--- config.mk ---
export PLATFORM = sky130hd
export DESIGN_NAME = exec_stage
export DESIGN_NICKNAME = d
export VERILOG_FILES = /design/src/rtl/exec_ops_pkg.sv /design/src/rtl/instr_fields_pkg.sv /design/src/rtl/alu_block.sv /design/src/rtl/barrel_shifter.sv /design/src/rtl/cond_flags_gen.sv /design/src/rtl/exec_stage.sv /design/src/rtl/int_alu.sv /design/src/rtl/mul_unit.sv
export VERILOG_INCLUDE_DIRS = /design/src /design/src/rtl
export SDC_FILE = /design/constraint.sdc
export NUM_CORES = 2
export LEC_CHECK = 0
export BUFFER_PORTS_ARGS = -buffer_cell sky130_fd_sc_hd__buf_4
export CORE_ASPECT_RATIO = 0.5
export CORE_MARGIN = 5
export CORE_UTILIZATION = 50
export CTS_BUF_LIST = sky130_fd_sc_hd__clkbuf_8
export CTS_CLUSTER_DIAMETER = 200
export DETAILED_ROUTE_END_ITERATION = 6
export HOLD_SLACK_MARGIN = 0.06
export PLACE_DENSITY = 0.65
export SYNTH_ARGS = -nofsm -noshare
export SYNTH_HDL_FRONTEND = slang
export SYNTH_SLANG_ARGS = --single-unit
--- constraint.sdc ---
create_clock -name clk -period 1.4 [get_ports clk]
set_input_delay 0.14 -clock clk [delete_from_list [all_inputs] [get_ports clk]]
set_output_delay 0.14 -clock clk [all_outputs]
set_load 0.05 [all_outputs]
--- src/rtl/exec_config.svh ---
`ifndef EXEC_CONFIG_SVH
`define EXEC_CONFIG_SVH

// Datapath width of the execute stage.
`define EXEC_XLEN 32

// Register-specified shift amounts use the low byte of the register.
`define EXEC_SHAMT_W 8

`endif

--- src/rtl/exec_ops_pkg.sv ---
package exec_ops_pkg;

    // Integer ALU operation. Codes 6 and 7 give a zero result.
    typedef enum logic [2:0] {
        ALU_ADD     = 3'd0,
        ALU_ADD_ONE = 3'd1,
        ALU_ADC     = 3'd2,
        ALU_AND     = 3'd3,
        ALU_ORR     = 3'd4,
        ALU_EOR     = 3'd5
    } alu_op_e;

    // Source of the main result word.
    typedef enum logic [1:0] {
        RES_ALU     = 2'd0,
        RES_SRC_B   = 2'd1,
        RES_IN1     = 2'd2,
        RES_IN1_ALT = 2'd3
    } result_src_e;

    // Multiply command. Codes 6 and 7 are reserved and give zero.
    typedef enum logic [2:0] {
        MUL_MUL   = 3'd0,
        MUL_MLA   = 3'd1,
        MUL_UMULL = 3'd2,
        MUL_UMLAL = 3'd3,
        MUL_SMULL = 3'd4,
        MUL_SMLAL = 3'd5
    } mul_cmd_e;

    typedef enum logic [1:0] {
        SH_LSL = 2'd0,
        SH_LSR = 2'd1,
        SH_ASR = 2'd2,
        SH_ROR = 2'd3
    } shift_type_e;

endpackage

--- src/rtl/instr_fields_pkg.sv ---
package instr_fields_pkg;

    // Instruction bits 11..4 with an immediate shift amount.
    typedef struct packed {
        logic [4:0]                amount;
        exec_ops_pkg::shift_type_e sh_type;
        logic                      reg_flag;
    } imm_shift_t;

    // Instruction bits 11..4 with the amount held in register rs.
    typedef struct packed {
        logic [3:0]                rs;
        logic                      zero;
        exec_ops_pkg::shift_type_e sh_type;
        logic                      reg_flag;
    } reg_shift_t;

    typedef union packed {
        imm_shift_t imm_form;
        reg_shift_t reg_form;
    } shift_field_u;

endpackage

--- src/rtl/alu_block.sv ---
`timescale 1ns/1ns
`include "exec_config.svh"

module alu_block (
    input  logic [`EXEC_XLEN-1:0]          in1,
    input  logic [`EXEC_XLEN-1:0]          in2,
    input  logic [`EXEC_XLEN-1:0]          in3,
    input  logic [`EXEC_XLEN-1:0]          in4,
    input  logic [`EXEC_XLEN-1:0]          ext_imm,
    input  instr_fields_pkg::shift_field_u instr_11_4,
    input  logic                           alu_src,
    input  logic                           carry,
    input  logic                           swap,
    input  logic                           inv,
    input  logic                           not_shift,
    input  exec_ops_pkg::result_src_e      result_src,
    input  exec_ops_pkg::alu_op_e          alu_op,
    input  logic                           mul_en,
    input  exec_ops_pkg::mul_cmd_e         mul_cmd,
    output logic [3:0]                     cond_flags,
    output logic [`EXEC_XLEN-1:0]          out1,
    output logic [`EXEC_XLEN-1:0]          out2
);

    logic [`EXEC_SHAMT_W-1:0] shamt;
    logic [`EXEC_XLEN-1:0]    shifted;
    logic                     shift_carry;
    logic [`EXEC_XLEN-1:0]    op_b;
    logic [`EXEC_XLEN-1:0]    src_a;
    logic [`EXEC_XLEN-1:0]    pre_src_b;
    logic [`EXEC_XLEN-1:0]    src_b;
    logic [`EXEC_XLEN-1:0]    alu_result;
    logic                     alu_c;
    logic                     alu_v;
    logic [`EXEC_XLEN-1:0]    res_mux;
    logic [`EXEC_XLEN-1:0]    mul_lo;
    logic [`EXEC_XLEN-1:0]    mul_hi;
    logic                     arith;

    // Only the low byte of rs counts as a shift amount.
    assign shamt = instr_11_4.reg_form.reg_flag ? in4[`EXEC_SHAMT_W-1:0]
                                                : `EXEC_SHAMT_W'(instr_11_4.imm_form.amount);

    barrel_shifter shifter_inst (
        .field     (instr_11_4),
        .shamt     (shamt),
        .not_shift (not_shift),
        .carry     (carry),
        .x         (in2),
        .y         (shifted),
        .c         (shift_carry)
    );

    assign op_b      = alu_src ? ext_imm : shifted;
    assign src_a     = swap ? op_b : in1;
    assign pre_src_b = swap ? in1 : op_b;
    // Inverting with carry-in 1 gives SUB and RSB.
    assign src_b     = inv ? ~pre_src_b : pre_src_b;

    int_alu alu_inst (
        .a      (src_a),
        .b      (src_b),
        .alu_op (alu_op),
        .carry  (carry),
        .result (alu_result),
        .c      (alu_c),
        .v      (alu_v)
    );

    always_comb begin
        case (result_src)
            exec_ops_pkg::RES_ALU:   res_mux = alu_result;
            exec_ops_pkg::RES_SRC_B: res_mux = src_b;
            default:                 res_mux = in1;
        endcase
    end

    mul_unit mul_inst (
        .a      (in2),
        .b      (in4),
        .acc_lo (in1),
        .acc_hi (in3),
        .cmd    (mul_cmd),
        .lo     (mul_lo),
        .hi     (mul_hi)
    );

    assign out1 = mul_en ? mul_lo : res_mux;
    assign out2 = mul_en ? mul_hi : alu_result;

    assign arith = (result_src == exec_ops_pkg::RES_ALU) &&
                   ((alu_op == exec_ops_pkg::ALU_ADD) ||
                    (alu_op == exec_ops_pkg::ALU_ADD_ONE) ||
                    (alu_op == exec_ops_pkg::ALU_ADC));

    cond_flags_gen flags_inst (
        .res_lo  (out1),
        .res_hi  (out2),
        .alu_c   (alu_c),
        .alu_v   (alu_v),
        .shift_c (shift_carry),
        .arith   (arith),
        .mul_en  (mul_en),
        .mul_cmd (mul_cmd),
        .flags   (cond_flags)
    );

endmodule

--- src/rtl/barrel_shifter.sv ---
`timescale 1ns/1ns
`include "exec_config.svh"

module barrel_shifter (
    input  instr_fields_pkg::shift_field_u field,
    input  logic [`EXEC_SHAMT_W-1:0]       shamt,
    input  logic                           not_shift,
    input  logic                           carry,
    input  logic [`EXEC_XLEN-1:0]          x,
    output logic [`EXEC_XLEN-1:0]          y,
    output logic                           c
);

    exec_ops_pkg::shift_type_e sh_type;
    logic                      reg_form;
    logic [`EXEC_SHAMT_W-1:0]  amt;
    logic [`EXEC_XLEN:0]       lsl_w;
    logic [`EXEC_XLEN:0]       lsr_w;
    logic [`EXEC_XLEN:0]       asr_w;
    logic [2*`EXEC_XLEN-1:0]   ror_w;

    assign reg_form = field.reg_form.reg_flag;
    assign sh_type  = field.imm_form.sh_type;

    // Immediate LSR #0 and ASR #0 encode a shift by 32.
    always_comb begin
        amt = shamt;
        if (!reg_form && shamt == '0 &&
            (sh_type == exec_ops_pkg::SH_LSR || sh_type == exec_ops_pkg::SH_ASR)) begin
            amt = `EXEC_SHAMT_W'(`EXEC_XLEN);
        end
    end

    // One extra bit catches the last bit shifted out.
    assign lsl_w = {1'b0, x} << amt;
    assign lsr_w = {x, 1'b0} >> amt;
    assign asr_w = $signed({x, 1'b0}) >>> amt;
    assign ror_w = {x, x} >> amt[4:0];

    always_comb begin
        y = x;
        c = carry;
        if (!not_shift) begin
            if (amt == '0) begin
                // RRX.
                if (!reg_form && sh_type == exec_ops_pkg::SH_ROR) begin
                    y = {carry, x[`EXEC_XLEN-1:1]};
                    c = x[0];
                end
            end else begin
                case (sh_type)
                    exec_ops_pkg::SH_LSL: {c, y} = lsl_w;
                    exec_ops_pkg::SH_LSR: {y, c} = lsr_w;
                    exec_ops_pkg::SH_ASR: {y, c} = asr_w;
                    default: begin
                        y = ror_w[`EXEC_XLEN-1:0];
                        c = ror_w[`EXEC_XLEN-1];
                    end
                endcase
            end
        end
    end

endmodule

--- src/rtl/cond_flags_gen.sv ---
`timescale 1ns/1ns
`include "exec_config.svh"

module cond_flags_gen (
    input  logic [`EXEC_XLEN-1:0]  res_lo,
    input  logic [`EXEC_XLEN-1:0]  res_hi,
    input  logic                   alu_c,
    input  logic                   alu_v,
    input  logic                   shift_c,
    input  logic                   arith,
    input  logic                   mul_en,
    input  exec_ops_pkg::mul_cmd_e mul_cmd,
    output logic [3:0]             flags
);

    logic long_mul;
    logic n;
    logic z;
    logic c;
    logic v;

    assign long_mul = (mul_cmd == exec_ops_pkg::MUL_UMULL) ||
                      (mul_cmd == exec_ops_pkg::MUL_UMLAL) ||
                      (mul_cmd == exec_ops_pkg::MUL_SMULL) ||
                      (mul_cmd == exec_ops_pkg::MUL_SMLAL);

    always_comb begin
        n = res_lo[`EXEC_XLEN-1];
        z = (res_lo == '0);
        c = shift_c;
        v = 1'b0;
        if (mul_en) begin
            // Long multiplies test the full 64-bit result.
            if (long_mul) begin
                n = res_hi[`EXEC_XLEN-1];
                z = ({res_hi, res_lo} == '0);
            end
            c = 1'b0;
        end else if (arith) begin
            c = alu_c;
            v = alu_v;
        end
    end

    assign flags = {n, z, c, v};

endmodule

--- src/rtl/exec_stage.sv ---
`timescale 1ns/1ns
`include "exec_config.svh"

module exec_stage (
    input  logic                           clk,
    input  logic                           rst_n,
    input  logic                           valid_in,
    input  logic [`EXEC_XLEN-1:0]          in1,
    input  logic [`EXEC_XLEN-1:0]          in2,
    input  logic [`EXEC_XLEN-1:0]          in3,
    input  logic [`EXEC_XLEN-1:0]          in4,
    input  logic [`EXEC_XLEN-1:0]          ext_imm,
    input  instr_fields_pkg::shift_field_u instr_11_4,
    input  logic                           alu_src,
    input  logic                           carry,
    input  logic                           swap,
    input  logic                           inv,
    input  logic                           not_shift,
    input  exec_ops_pkg::result_src_e      result_src,
    input  exec_ops_pkg::alu_op_e          alu_op,
    input  logic                           mul_en,
    input  exec_ops_pkg::mul_cmd_e         mul_cmd,
    output logic                           valid_out,
    output logic [`EXEC_XLEN-1:0]          result_lo,
    output logic [`EXEC_XLEN-1:0]          result_hi,
    output logic [3:0]                     flags
);

    logic [3:0]            cond_flags;
    logic [`EXEC_XLEN-1:0] out1;
    logic [`EXEC_XLEN-1:0] out2;

    alu_block alu_block_inst (
        .in1        (in1),
        .in2        (in2),
        .in3        (in3),
        .in4        (in4),
        .ext_imm    (ext_imm),
        .instr_11_4 (instr_11_4),
        .alu_src    (alu_src),
        .carry      (carry),
        .swap       (swap),
        .inv        (inv),
        .not_shift  (not_shift),
        .result_src (result_src),
        .alu_op     (alu_op),
        .mul_en     (mul_en),
        .mul_cmd    (mul_cmd),
        .cond_flags (cond_flags),
        .out1       (out1),
        .out2       (out2)
    );

    // Execute/memory pipeline register.
    always_ff @(posedge clk or negedge rst_n) begin
        if (!rst_n) begin
            valid_out <= 1'b0;
            result_lo <= '0;
            result_hi <= '0;
            flags     <= '0;
        end else begin
            valid_out <= valid_in;
            if (valid_in) begin
                result_lo <= out1;
                result_hi <= out2;
                flags     <= cond_flags;
            end
        end
    end

endmodule

--- src/rtl/int_alu.sv ---
`timescale 1ns/1ns
`include "exec_config.svh"

module int_alu (
    input  logic [`EXEC_XLEN-1:0] a,
    input  logic [`EXEC_XLEN-1:0] b,
    input  exec_ops_pkg::alu_op_e alu_op,
    input  logic                  carry,
    output logic [`EXEC_XLEN-1:0] result,
    output logic                  c,
    output logic                  v
);

    logic                cin;
    logic [`EXEC_XLEN:0] sum;

    always_comb begin
        case (alu_op)
            exec_ops_pkg::ALU_ADD_ONE: cin = 1'b1;
            exec_ops_pkg::ALU_ADC:     cin = carry;
            default:                   cin = 1'b0;
        endcase
    end

    assign sum = {1'b0, a} + {1'b0, b} + {{`EXEC_XLEN{1'b0}}, cin};

    always_comb begin
        result = '0;
        c      = 1'b0;
        v      = 1'b0;
        case (alu_op)
            exec_ops_pkg::ALU_ADD, exec_ops_pkg::ALU_ADD_ONE, exec_ops_pkg::ALU_ADC: begin
                result = sum[`EXEC_XLEN-1:0];
                c      = sum[`EXEC_XLEN];
                // Same operand signs, different result sign.
                v      = (a[`EXEC_XLEN-1] == b[`EXEC_XLEN-1]) &&
                         (sum[`EXEC_XLEN-1] != a[`EXEC_XLEN-1]);
            end
            exec_ops_pkg::ALU_AND: result = a & b;
            exec_ops_pkg::ALU_ORR: result = a | b;
            exec_ops_pkg::ALU_EOR: result = a ^ b;
            default:               result = '0;
        endcase
    end

endmodule

--- src/rtl/mul_unit.sv ---
`timescale 1ns/1ns
`include "exec_config.svh"

module mul_unit (
    input  logic [`EXEC_XLEN-1:0]  a,
    input  logic [`EXEC_XLEN-1:0]  b,
    input  logic [`EXEC_XLEN-1:0]  acc_lo,
    input  logic [`EXEC_XLEN-1:0]  acc_hi,
    input  exec_ops_pkg::mul_cmd_e cmd,
    output logic [`EXEC_XLEN-1:0]  lo,
    output logic [`EXEC_XLEN-1:0]  hi
);

    logic                    is_signed;
    logic [2*`EXEC_XLEN-1:0] a_ext;
    logic [2*`EXEC_XLEN-1:0] b_ext;
    logic [2*`EXEC_XLEN-1:0] prod;
    logic [2*`EXEC_XLEN-1:0] acc;
    logic [2*`EXEC_XLEN-1:0] total;

    assign is_signed = (cmd == exec_ops_pkg::MUL_SMULL) || (cmd == exec_ops_pkg::MUL_SMLAL);

    // Sign-extending to 64 bits lets one unsigned multiplier serve both forms.
    assign a_ext = {{`EXEC_XLEN{is_signed & a[`EXEC_XLEN-1]}}, a};
    assign b_ext = {{`EXEC_XLEN{is_signed & b[`EXEC_XLEN-1]}}, b};
    assign prod  = a_ext * b_ext;

    always_comb begin
        case (cmd)
            exec_ops_pkg::MUL_MLA:   acc = {{`EXEC_XLEN{1'b0}}, acc_lo};
            exec_ops_pkg::MUL_UMLAL,
            exec_ops_pkg::MUL_SMLAL: acc = {acc_hi, acc_lo};
            default:                 acc = '0;
        endcase
    end

    assign total = prod + acc;

    always_comb begin
        lo = '0;
        hi = '0;
        case (cmd)
            exec_ops_pkg::MUL_MUL, exec_ops_pkg::MUL_MLA: begin
                lo = total[`EXEC_XLEN-1:0];
            end
            exec_ops_pkg::MUL_UMULL, exec_ops_pkg::MUL_UMLAL,
            exec_ops_pkg::MUL_SMULL, exec_ops_pkg::MUL_SMLAL: begin
                lo = total[`EXEC_XLEN-1:0];
                hi = total[2*`EXEC_XLEN-1:`EXEC_XLEN];
            end
            default: ;
        endcase
    end

endmodule

Yosys cells after proc, flatten, opt, wreduce, memory -nomap -nowiden:

Cells that the tools add are included.
W data, S select, Z words.

* word-level logic and storage cells: 91
* output and inout port bits: 69
* input port bits: 185
* flip-flop bits (word level): 69

* reductions and logical operators: 25
* shift operators: 4
* eq/ne operators: 16
* $add $sub $neg: 3
* mux-type cells: 32
* bitwise gates (word level): 6
* multipliers: 1

Operators by type and width (count)
* $mux W32: 11
* $pmux W32 S4: 1
* $pmux W64 S2: 1
* $pmux W32 S3: 1
* $add A64 B64 Y64: 1
* $logic_not A64 Y1: 1
* $mul A33 B33 Y64: 1
* $pmux W32 S2: 1
* $shr A64 B5 Y32: 1
* $add A32 B32 Y33: 1
* $add A33 B1 Y33: 1
* $shl A32 B8 Y33: 1
* $shr A33 B8 Y33: 1
* $sshr A33 B8 Y33: 1
* $and A32 B32 Y32: 1
* $logic_not A32 Y1: 1
* $not A32 Y32: 1
* $or A32 B32 Y32: 1
* $xor A32 B32 Y32: 1
* $logic_not A8 Y1: 2
* $mux W8: 2
* $mux W1: 13
* $eq A3 B2 Y1 const B: 4
* $eq A3 B3 Y1 const B: 4
* 17 further kinds: 33

Logic depth before layout (Yosys ltp):

* depth in word-level cells: 21
* mapped depth: 38
* depth with buffers taken out: 33

Modules after synthesis:

A second synthesis with hierarchy kept.

* cell total of the unflattened synthesis: 6735
* area, all modules: 58731.3 sq um

By module, submodules not included
* mul_unit: times used 1, area each 40873.0 sq um, cells each 4463, sequential area each 0.0 sq um
* barrel_shifter: times used 1, area each 7683.6 sq um, cells each 1034, sequential area each 0.0 sq um
* alu_block: times used 1, area each 4091.4 sq um, cells each 560, sequential area each 0.0 sq um
* int_alu: times used 1, area each 3215.6 sq um, cells each 501, sequential area each 0.0 sq um
* exec_stage: times used 1, area each 2640.0 sq um, cells each 145, sequential area each 1726.7 sq um
* cond_flags_gen: times used 1, area each 227.7 sq um, cells each 32, sequential area each 0.0 sq um

Worst setup path after synthesis:

No wires, ideal clock.

* kind: in2reg
* start point: in in2[31]
* end point: reg flags[2]
* path slack: -8.514 ns
* buffers on the path: 6
* cell stages on the path: 30
* data required time: 1.296 ns
* setup time: 0.104 ns
* arrival: 9.810 ns
* path through: clkbuf_1 clkbuf_1 clkbuf_1 clkbuf_1 clkbuf_1 and3_1 fa_1 fa_1 inv_1 fa_1 fa_1 inv_1 fa_1 fa_1 fa_1 fa_1 ha_1 clkbuf_1 nand2_1 or3_1 a211o_1 o31ai_1 a221oi_1 xnor2_1 o21ai_0 a2111oi_1 nand3_1 nor4b_1 a31oi_1 o41ai_2

* word-level cells in the longest chain between the ends: 16
* elaborated cells between the ends (all ways): 31
* those cells by class: add/sub: 3; mul: 1; shift: 4; mux: 16; bitwise: 5; reduce/logical: 2

RTL lines
* from (decl): line exec_stage.sv:9 `` input logic [`EXEC_XLEN-1:0] in2, ``
* $sshr A33 B8 Y33 (tied with other cells): line barrel_shifter.sv:37 `assign asr_w = $signed({x, 1'b0}) >>> amt;`
* $pmux W32 S3: line barrel_shifter.sv:51 `case (sh_type)`
* $mux W32: line barrel_shifter.sv:44 `if (amt == '0) begin`
* $mux W32: line barrel_shifter.sv:43 `if (!not_shift) begin`
* $mux W32: line alu_block.sv:54 `assign op_b = alu_src ? ext_imm : shifted;`
* $mux W32: line alu_block.sv:56 `assign pre_src_b = swap ? in1 : op_b;`
* $not A32 Y32: line alu_block.sv:58 `assign src_b = inv ? ~pre_src_b : pre_src_b;`
* $mux W32: line alu_block.sv:58
* $add A32 B32 Y33: line int_alu.sv:25 `` assign sum = {1'b0, a} + {1'b0, b} + {{`EXEC_XLEN{1'b0}}, cin}; ``
* $add A33 B1 Y33: line int_alu.sv:25
* $pmux W32 S4: line int_alu.sv:31 `case (alu_op)`
* $pmux W32 S2: line alu_block.sv:71 `case (result_src)`
* $mux W32: line alu_block.sv:88 `assign out1 = mul_en ? mul_lo : res_mux;`
* $logic_not A64 Y1 or $logic_not A32 Y1 (tied branches): line cond_flags_gen.sv:36, cond_flags_gen.sv:29
* $mux W1: line cond_flags_gen.sv:34 `if (long_mul) begin`
* $mux W1 *: line cond_flags_gen.sv:32 `if (mul_en) begin`
* to (signal assigned): line exec_stage.sv:66 `flags <= cond_flags;`
* to (decl): line exec_stage.sv:26 `output logic [3:0] flags`

Every way passes the cells marked *; elsewhere a longest branch is shown, timed or not.
A chain may end at the register's enable or synchronous reset.

Worst setup path in the final report:

* start point: in mul_cmd[2]
* end point: reg flags[2]

* word-level cells in the longest chain between the ends: 10
* elaborated cells between the ends (all ways): 26
* those cells by class: add/sub: 1; mul: 1; eq/ne: 5; mux: 7; bitwise: 2; reduce/logical: 10

RTL lines
* from (decl): line exec_stage.sv:22 `input exec_ops_pkg::mul_cmd_e mul_cmd,`
* $eq A3 B3 Y1 (on tied branches)
* $logic_or A1 B1 Y1: line mul_unit.sv:21 `assign is_signed = (cmd == exec_ops_pkg::MUL_SMULL) || (cmd == exec_ops_pkg::MUL_SMLAL);`
* $and A1 B1 Y1 (on tied branches): line mul_unit.sv:24, mul_unit.sv:25
* $mul A33 B33 Y64: line mul_unit.sv:26 `assign prod = a_ext * b_ext;`
* $add A64 B64 Y64: line mul_unit.sv:37 `assign total = prod + acc;`
* $mux W32: line mul_unit.sv:42 `case (cmd)`
* $mux W32: line alu_block.sv:89 `assign out2 = mul_en ? mul_hi : alu_result;`
* $logic_not A64 Y1: line cond_flags_gen.sv:36 `z = ({res_hi, res_lo} == '0);`
* $mux W1: line cond_flags_gen.sv:34
* $mux W1 *: line cond_flags_gen.sv:32

Marked as above.

==> run summary <==
### Synthesis
- number of distinct library cells after synthesis: 107
- Mapped Nets: 8595
- async set or reset register ratio after synthesis: 1.00
- post-synthesis instance total: 6888
- Post-Synthesis Cell Area: 58000 sq um
- cell type contributing the most total cell area after synthesis: sky130_fd_sc_hd__fa_1
- most frequent cells after synthesis: 1303 x sky130_fd_sc_hd__inv_1, 1225 x sky130_fd_sc_hd__fa_1, 1017 x sky130_fd_sc_hd__nand2_1
- number of flip-flops and latches in the synthesized netlist: 69
- top_reg_cell synth: sky130_fd_sc_hd__dfrtp_1
- biggest area contributors in the synthesized netlist: sky130_fd_sc_hd__fa_1 42%, sky130_fd_sc_hd__inv_1 8.4%, sky130_fd_sc_hd__nand2_1 6.6%
- share of Yosys cell area claimed by the top area cell type: 0.423
- number of flops mapped to enable cells by yosys: 0
- synth warn: 0
- average footprint of a synthesized cell: 8.42 sq um
- most frequently used cell type in the post-synthesis netlist: sky130_fd_sc_hd__inv_1
- fraction of the yosys area taken by sequential cells: 0.0298

### STA
- Final Setup Violations: 68
- unrepaired setup endpoints after global routing: yes
- endpoints failing hold: 0
- pins over their slew limit: 0
- clock tree skew after final layout: 0 ps
- worst slew pin tran: 1110 ps
- final setup slack of the worst path: -7190 ps
- headroom to the max-slew limit: 0.259
- top achievable clock speed: 116 MHz
- fin crit period: 8590 ps
- post-route fraction of the period consumed by the critical path: 6.14

### Floorplan
- starting utilization of the core area: 0.504
- die outline width: 492 microns
- height of the chip: 251 microns
- row count: 88
- number of primary I/O pins: 254
- placeable core region: 115000 sq um
- Die Footprint: 123000 sq um

### Place
- final weighted congestion in routability-driven placement: 1.12
- final HPWL from detailed placement: 246 mm
- cell total after placement: 9833
- quantity of I/O buffers inserted on ports: 253

### Clock tree
- clock tree from TritonCTS: yes
- source-to-sink clock delay at the later pin of the worst-skew pair: 360 ps
- htree depth: 3
- root buf cell: sky130_fd_sc_hd__clkbuf_8
- number of clock sinks: 69
- number of clock buffers inserted by TritonCTS: 9
- Max clock buf depth: 2
- clock-pin slew on the worst setup and hold paths: 90 ps

### Layout
- layout cells sized above 1: 0.339
- NumNets Final: 10200
- Area Overhead vs Synth: 37.3%
- final standard cell count with taps included and fillers excluded: 10000
- Layout fillers: 8360

### Routing
- wire length per cell: 30.2 microns
- Total Routed Length: 302 mm
- DRC violation count after routing: 0
- number of vias in the routed layout: 62400
- antenna viol nets, final: 0
- number of iterations in the first detailed-routing pass: 7
- initial DRC count: 8001
- Via-to-Cell Ratio: 6.23

### Setup path
- flop-to-flop setup slack: 540 ps
- cell count of the worst reg-to-reg path: 2
- element type at the critical path end: flip-flop
- launching point of the worst reg2reg path: result_lo[19]
- maximum fanout along the worst path: 8
- kind of critical path: input port to flip-flop
- CP startpoint kind: input port
- endpoint arrival time on the critical path: 8850 ps
- Slowest cell on crit path: sky130_fd_sc_hd__fa_2
- maximum cell stage delay along the critical path: 660 ps
- crit-path most repeated cell: sky130_fd_sc_hd__fa_2
- data required time of the worst path: 1660 ps
- endpoint of the worst-slack reg-to-reg timing path: result_lo[19]

### Run
- max capacitance violation total: 0

### Global routing
- global-route usage over all layers: 0.470
- antenna violations before repair: 24
- via count of the first global-routing pass: 66700
- Remaining Overflow, GRT: 0
- largest net degree at the start of global routing: 89
- first-pass GRT wire length: 431 mm

### Outcome
- violated checks: setup timing
- outcome: finished, violations left

### Worst hold path
- path class of the lowest-slack min-delay path: input port to asynchronous set/reset pin

==> critical path: cells and delay by family <==
kind | cells | cell delay [ps]
adder cells (fa/ha/maj) | 9 | 4810
XOR/XNOR | 1 | 200
AND/OR/NAND/NOR | 8 | 1130
AO/OA/AOI/OAI | 8 | 1480
buffers and inverters | 11 | 1030
==> per-stage QoR <==
step	hold slack (ps)	setup WS (ps)	util	TNS, ps	instance area, sq um
6_report	228	-7190	0.691	-373280	79600
5_1_grt	262	-7440	0.691	-380770	79600
4_1_cts	240	-6980	0.676	-360670	77900
3_5_place_dp	67.7	-7740	0.642	-417690	73900
3_3_place_gp	60.2	-7520	0.642	-410760	73900
2_1_floorplan	-156	-7160	-	-343350	60100
==> kinds of logic after synthesis <==
| family | after synthesis | synth area share |
|---|---|---|
| flops | 69 | 0.0298 |
| xor+xnor | 131 | 0.0198 |
| buf+inv | 1783 | 0.118 |
| simple gates | 2064 | 0.164 |
| fa+ha+maj | 1522 | 0.487 |
| compound gates | 1075 | 0.127 |
| mux | 244 | 0.0535 |
==> cell type report <==
type	count	area, sq um	area share
antenna	13	32.5	0.000409
clock buffer	10	138	0.00173
clock inverter	6	93.8	0.00118
inverter	1308	4930	0.0620
multi-input combinational	5037	53500	0.672
sequential	69	1730	0.0217
tap	1530	1910	0.0240
timing repair buffer	2038	17300	0.217
==> registers in the layout, indices dropped and copies added, names as in the netlist <==
| register | flops |
|---|---|
| result_hi | 32 |
| result_lo | 32 |
| flags | 4 |
| valid_out | 1 |
==> how the worst max path moves through the flow <==
stage                     slack, ps        from       end
after floorplan               -7160     in2[31]  flags[2]
after global placement        -7520  mul_cmd[2]  flags[2]
after detailed placement      -7740  mul_cmd[2]  flags[2]
after CTS                     -6980  mul_cmd[2]  flags[2]
after global routing          -7440  mul_cmd[2]  flags[2]
final                         -7190  mul_cmd[2]  flags[2]
==> cells in the final DEF, fill, tap and decap left out, types with 57 or more instances in the layout <==
cell type	instances
sky130_fd_sc_hd__mux2i_1	117
sky130_fd_sc_hd__a21oi_1	172
sky130_fd_sc_hd__buf_6	156
sky130_fd_sc_hd__nand2_1	975
sky130_fd_sc_hd__ha_4	60
sky130_fd_sc_hd__buf_12	78
sky130_fd_sc_hd__dfrtp_1	69
sky130_fd_sc_hd__nor2_1	292
sky130_fd_sc_hd__a21oi_2	67
sky130_fd_sc_hd__nand3_1	64
sky130_fd_sc_hd__inv_2	67
sky130_fd_sc_hd__o21ai_0	99
sky130_fd_sc_hd__inv_1	1228
sky130_fd_sc_hd__xnor2_1	57
sky130_fd_sc_hd__and3_1	86
sky130_fd_sc_hd__buf_4	1769
sky130_fd_sc_hd__ha_1	226
sky130_fd_sc_hd__fa_1	1142
sky130_fd_sc_hd__fa_2	83
sky130_fd_sc_hd__and2_1	291
sky130_fd_sc_hd__o22ai_1	62
==> per-layer routing <==
metal,track usage,vias up,share of wire,wire [microns]
met2,0.714,4955,0.42,128000
met4,0.269,20,0.077,23100
li1,-,25000,-,-
met3,0.171,1471,0.14,42600
met5,0,-,0.00068,207
met1,0.582,30900,0.36,108000
==> timing repair <==
item                                   4_1_cts  5_1_grt
endpoints found under the hold margin       69        0
pin swaps                                  256      231
buffers inserted                           114       59
hold buffers                                 1        0
setup endpoints to repair                   68       68
gates resized for setup                    624      306
gates cloned                                 3        4
Power is left out: the tool's default activity adds up to more than one toggle a clock period on the data nets, which glitch-free logic cannot reach.
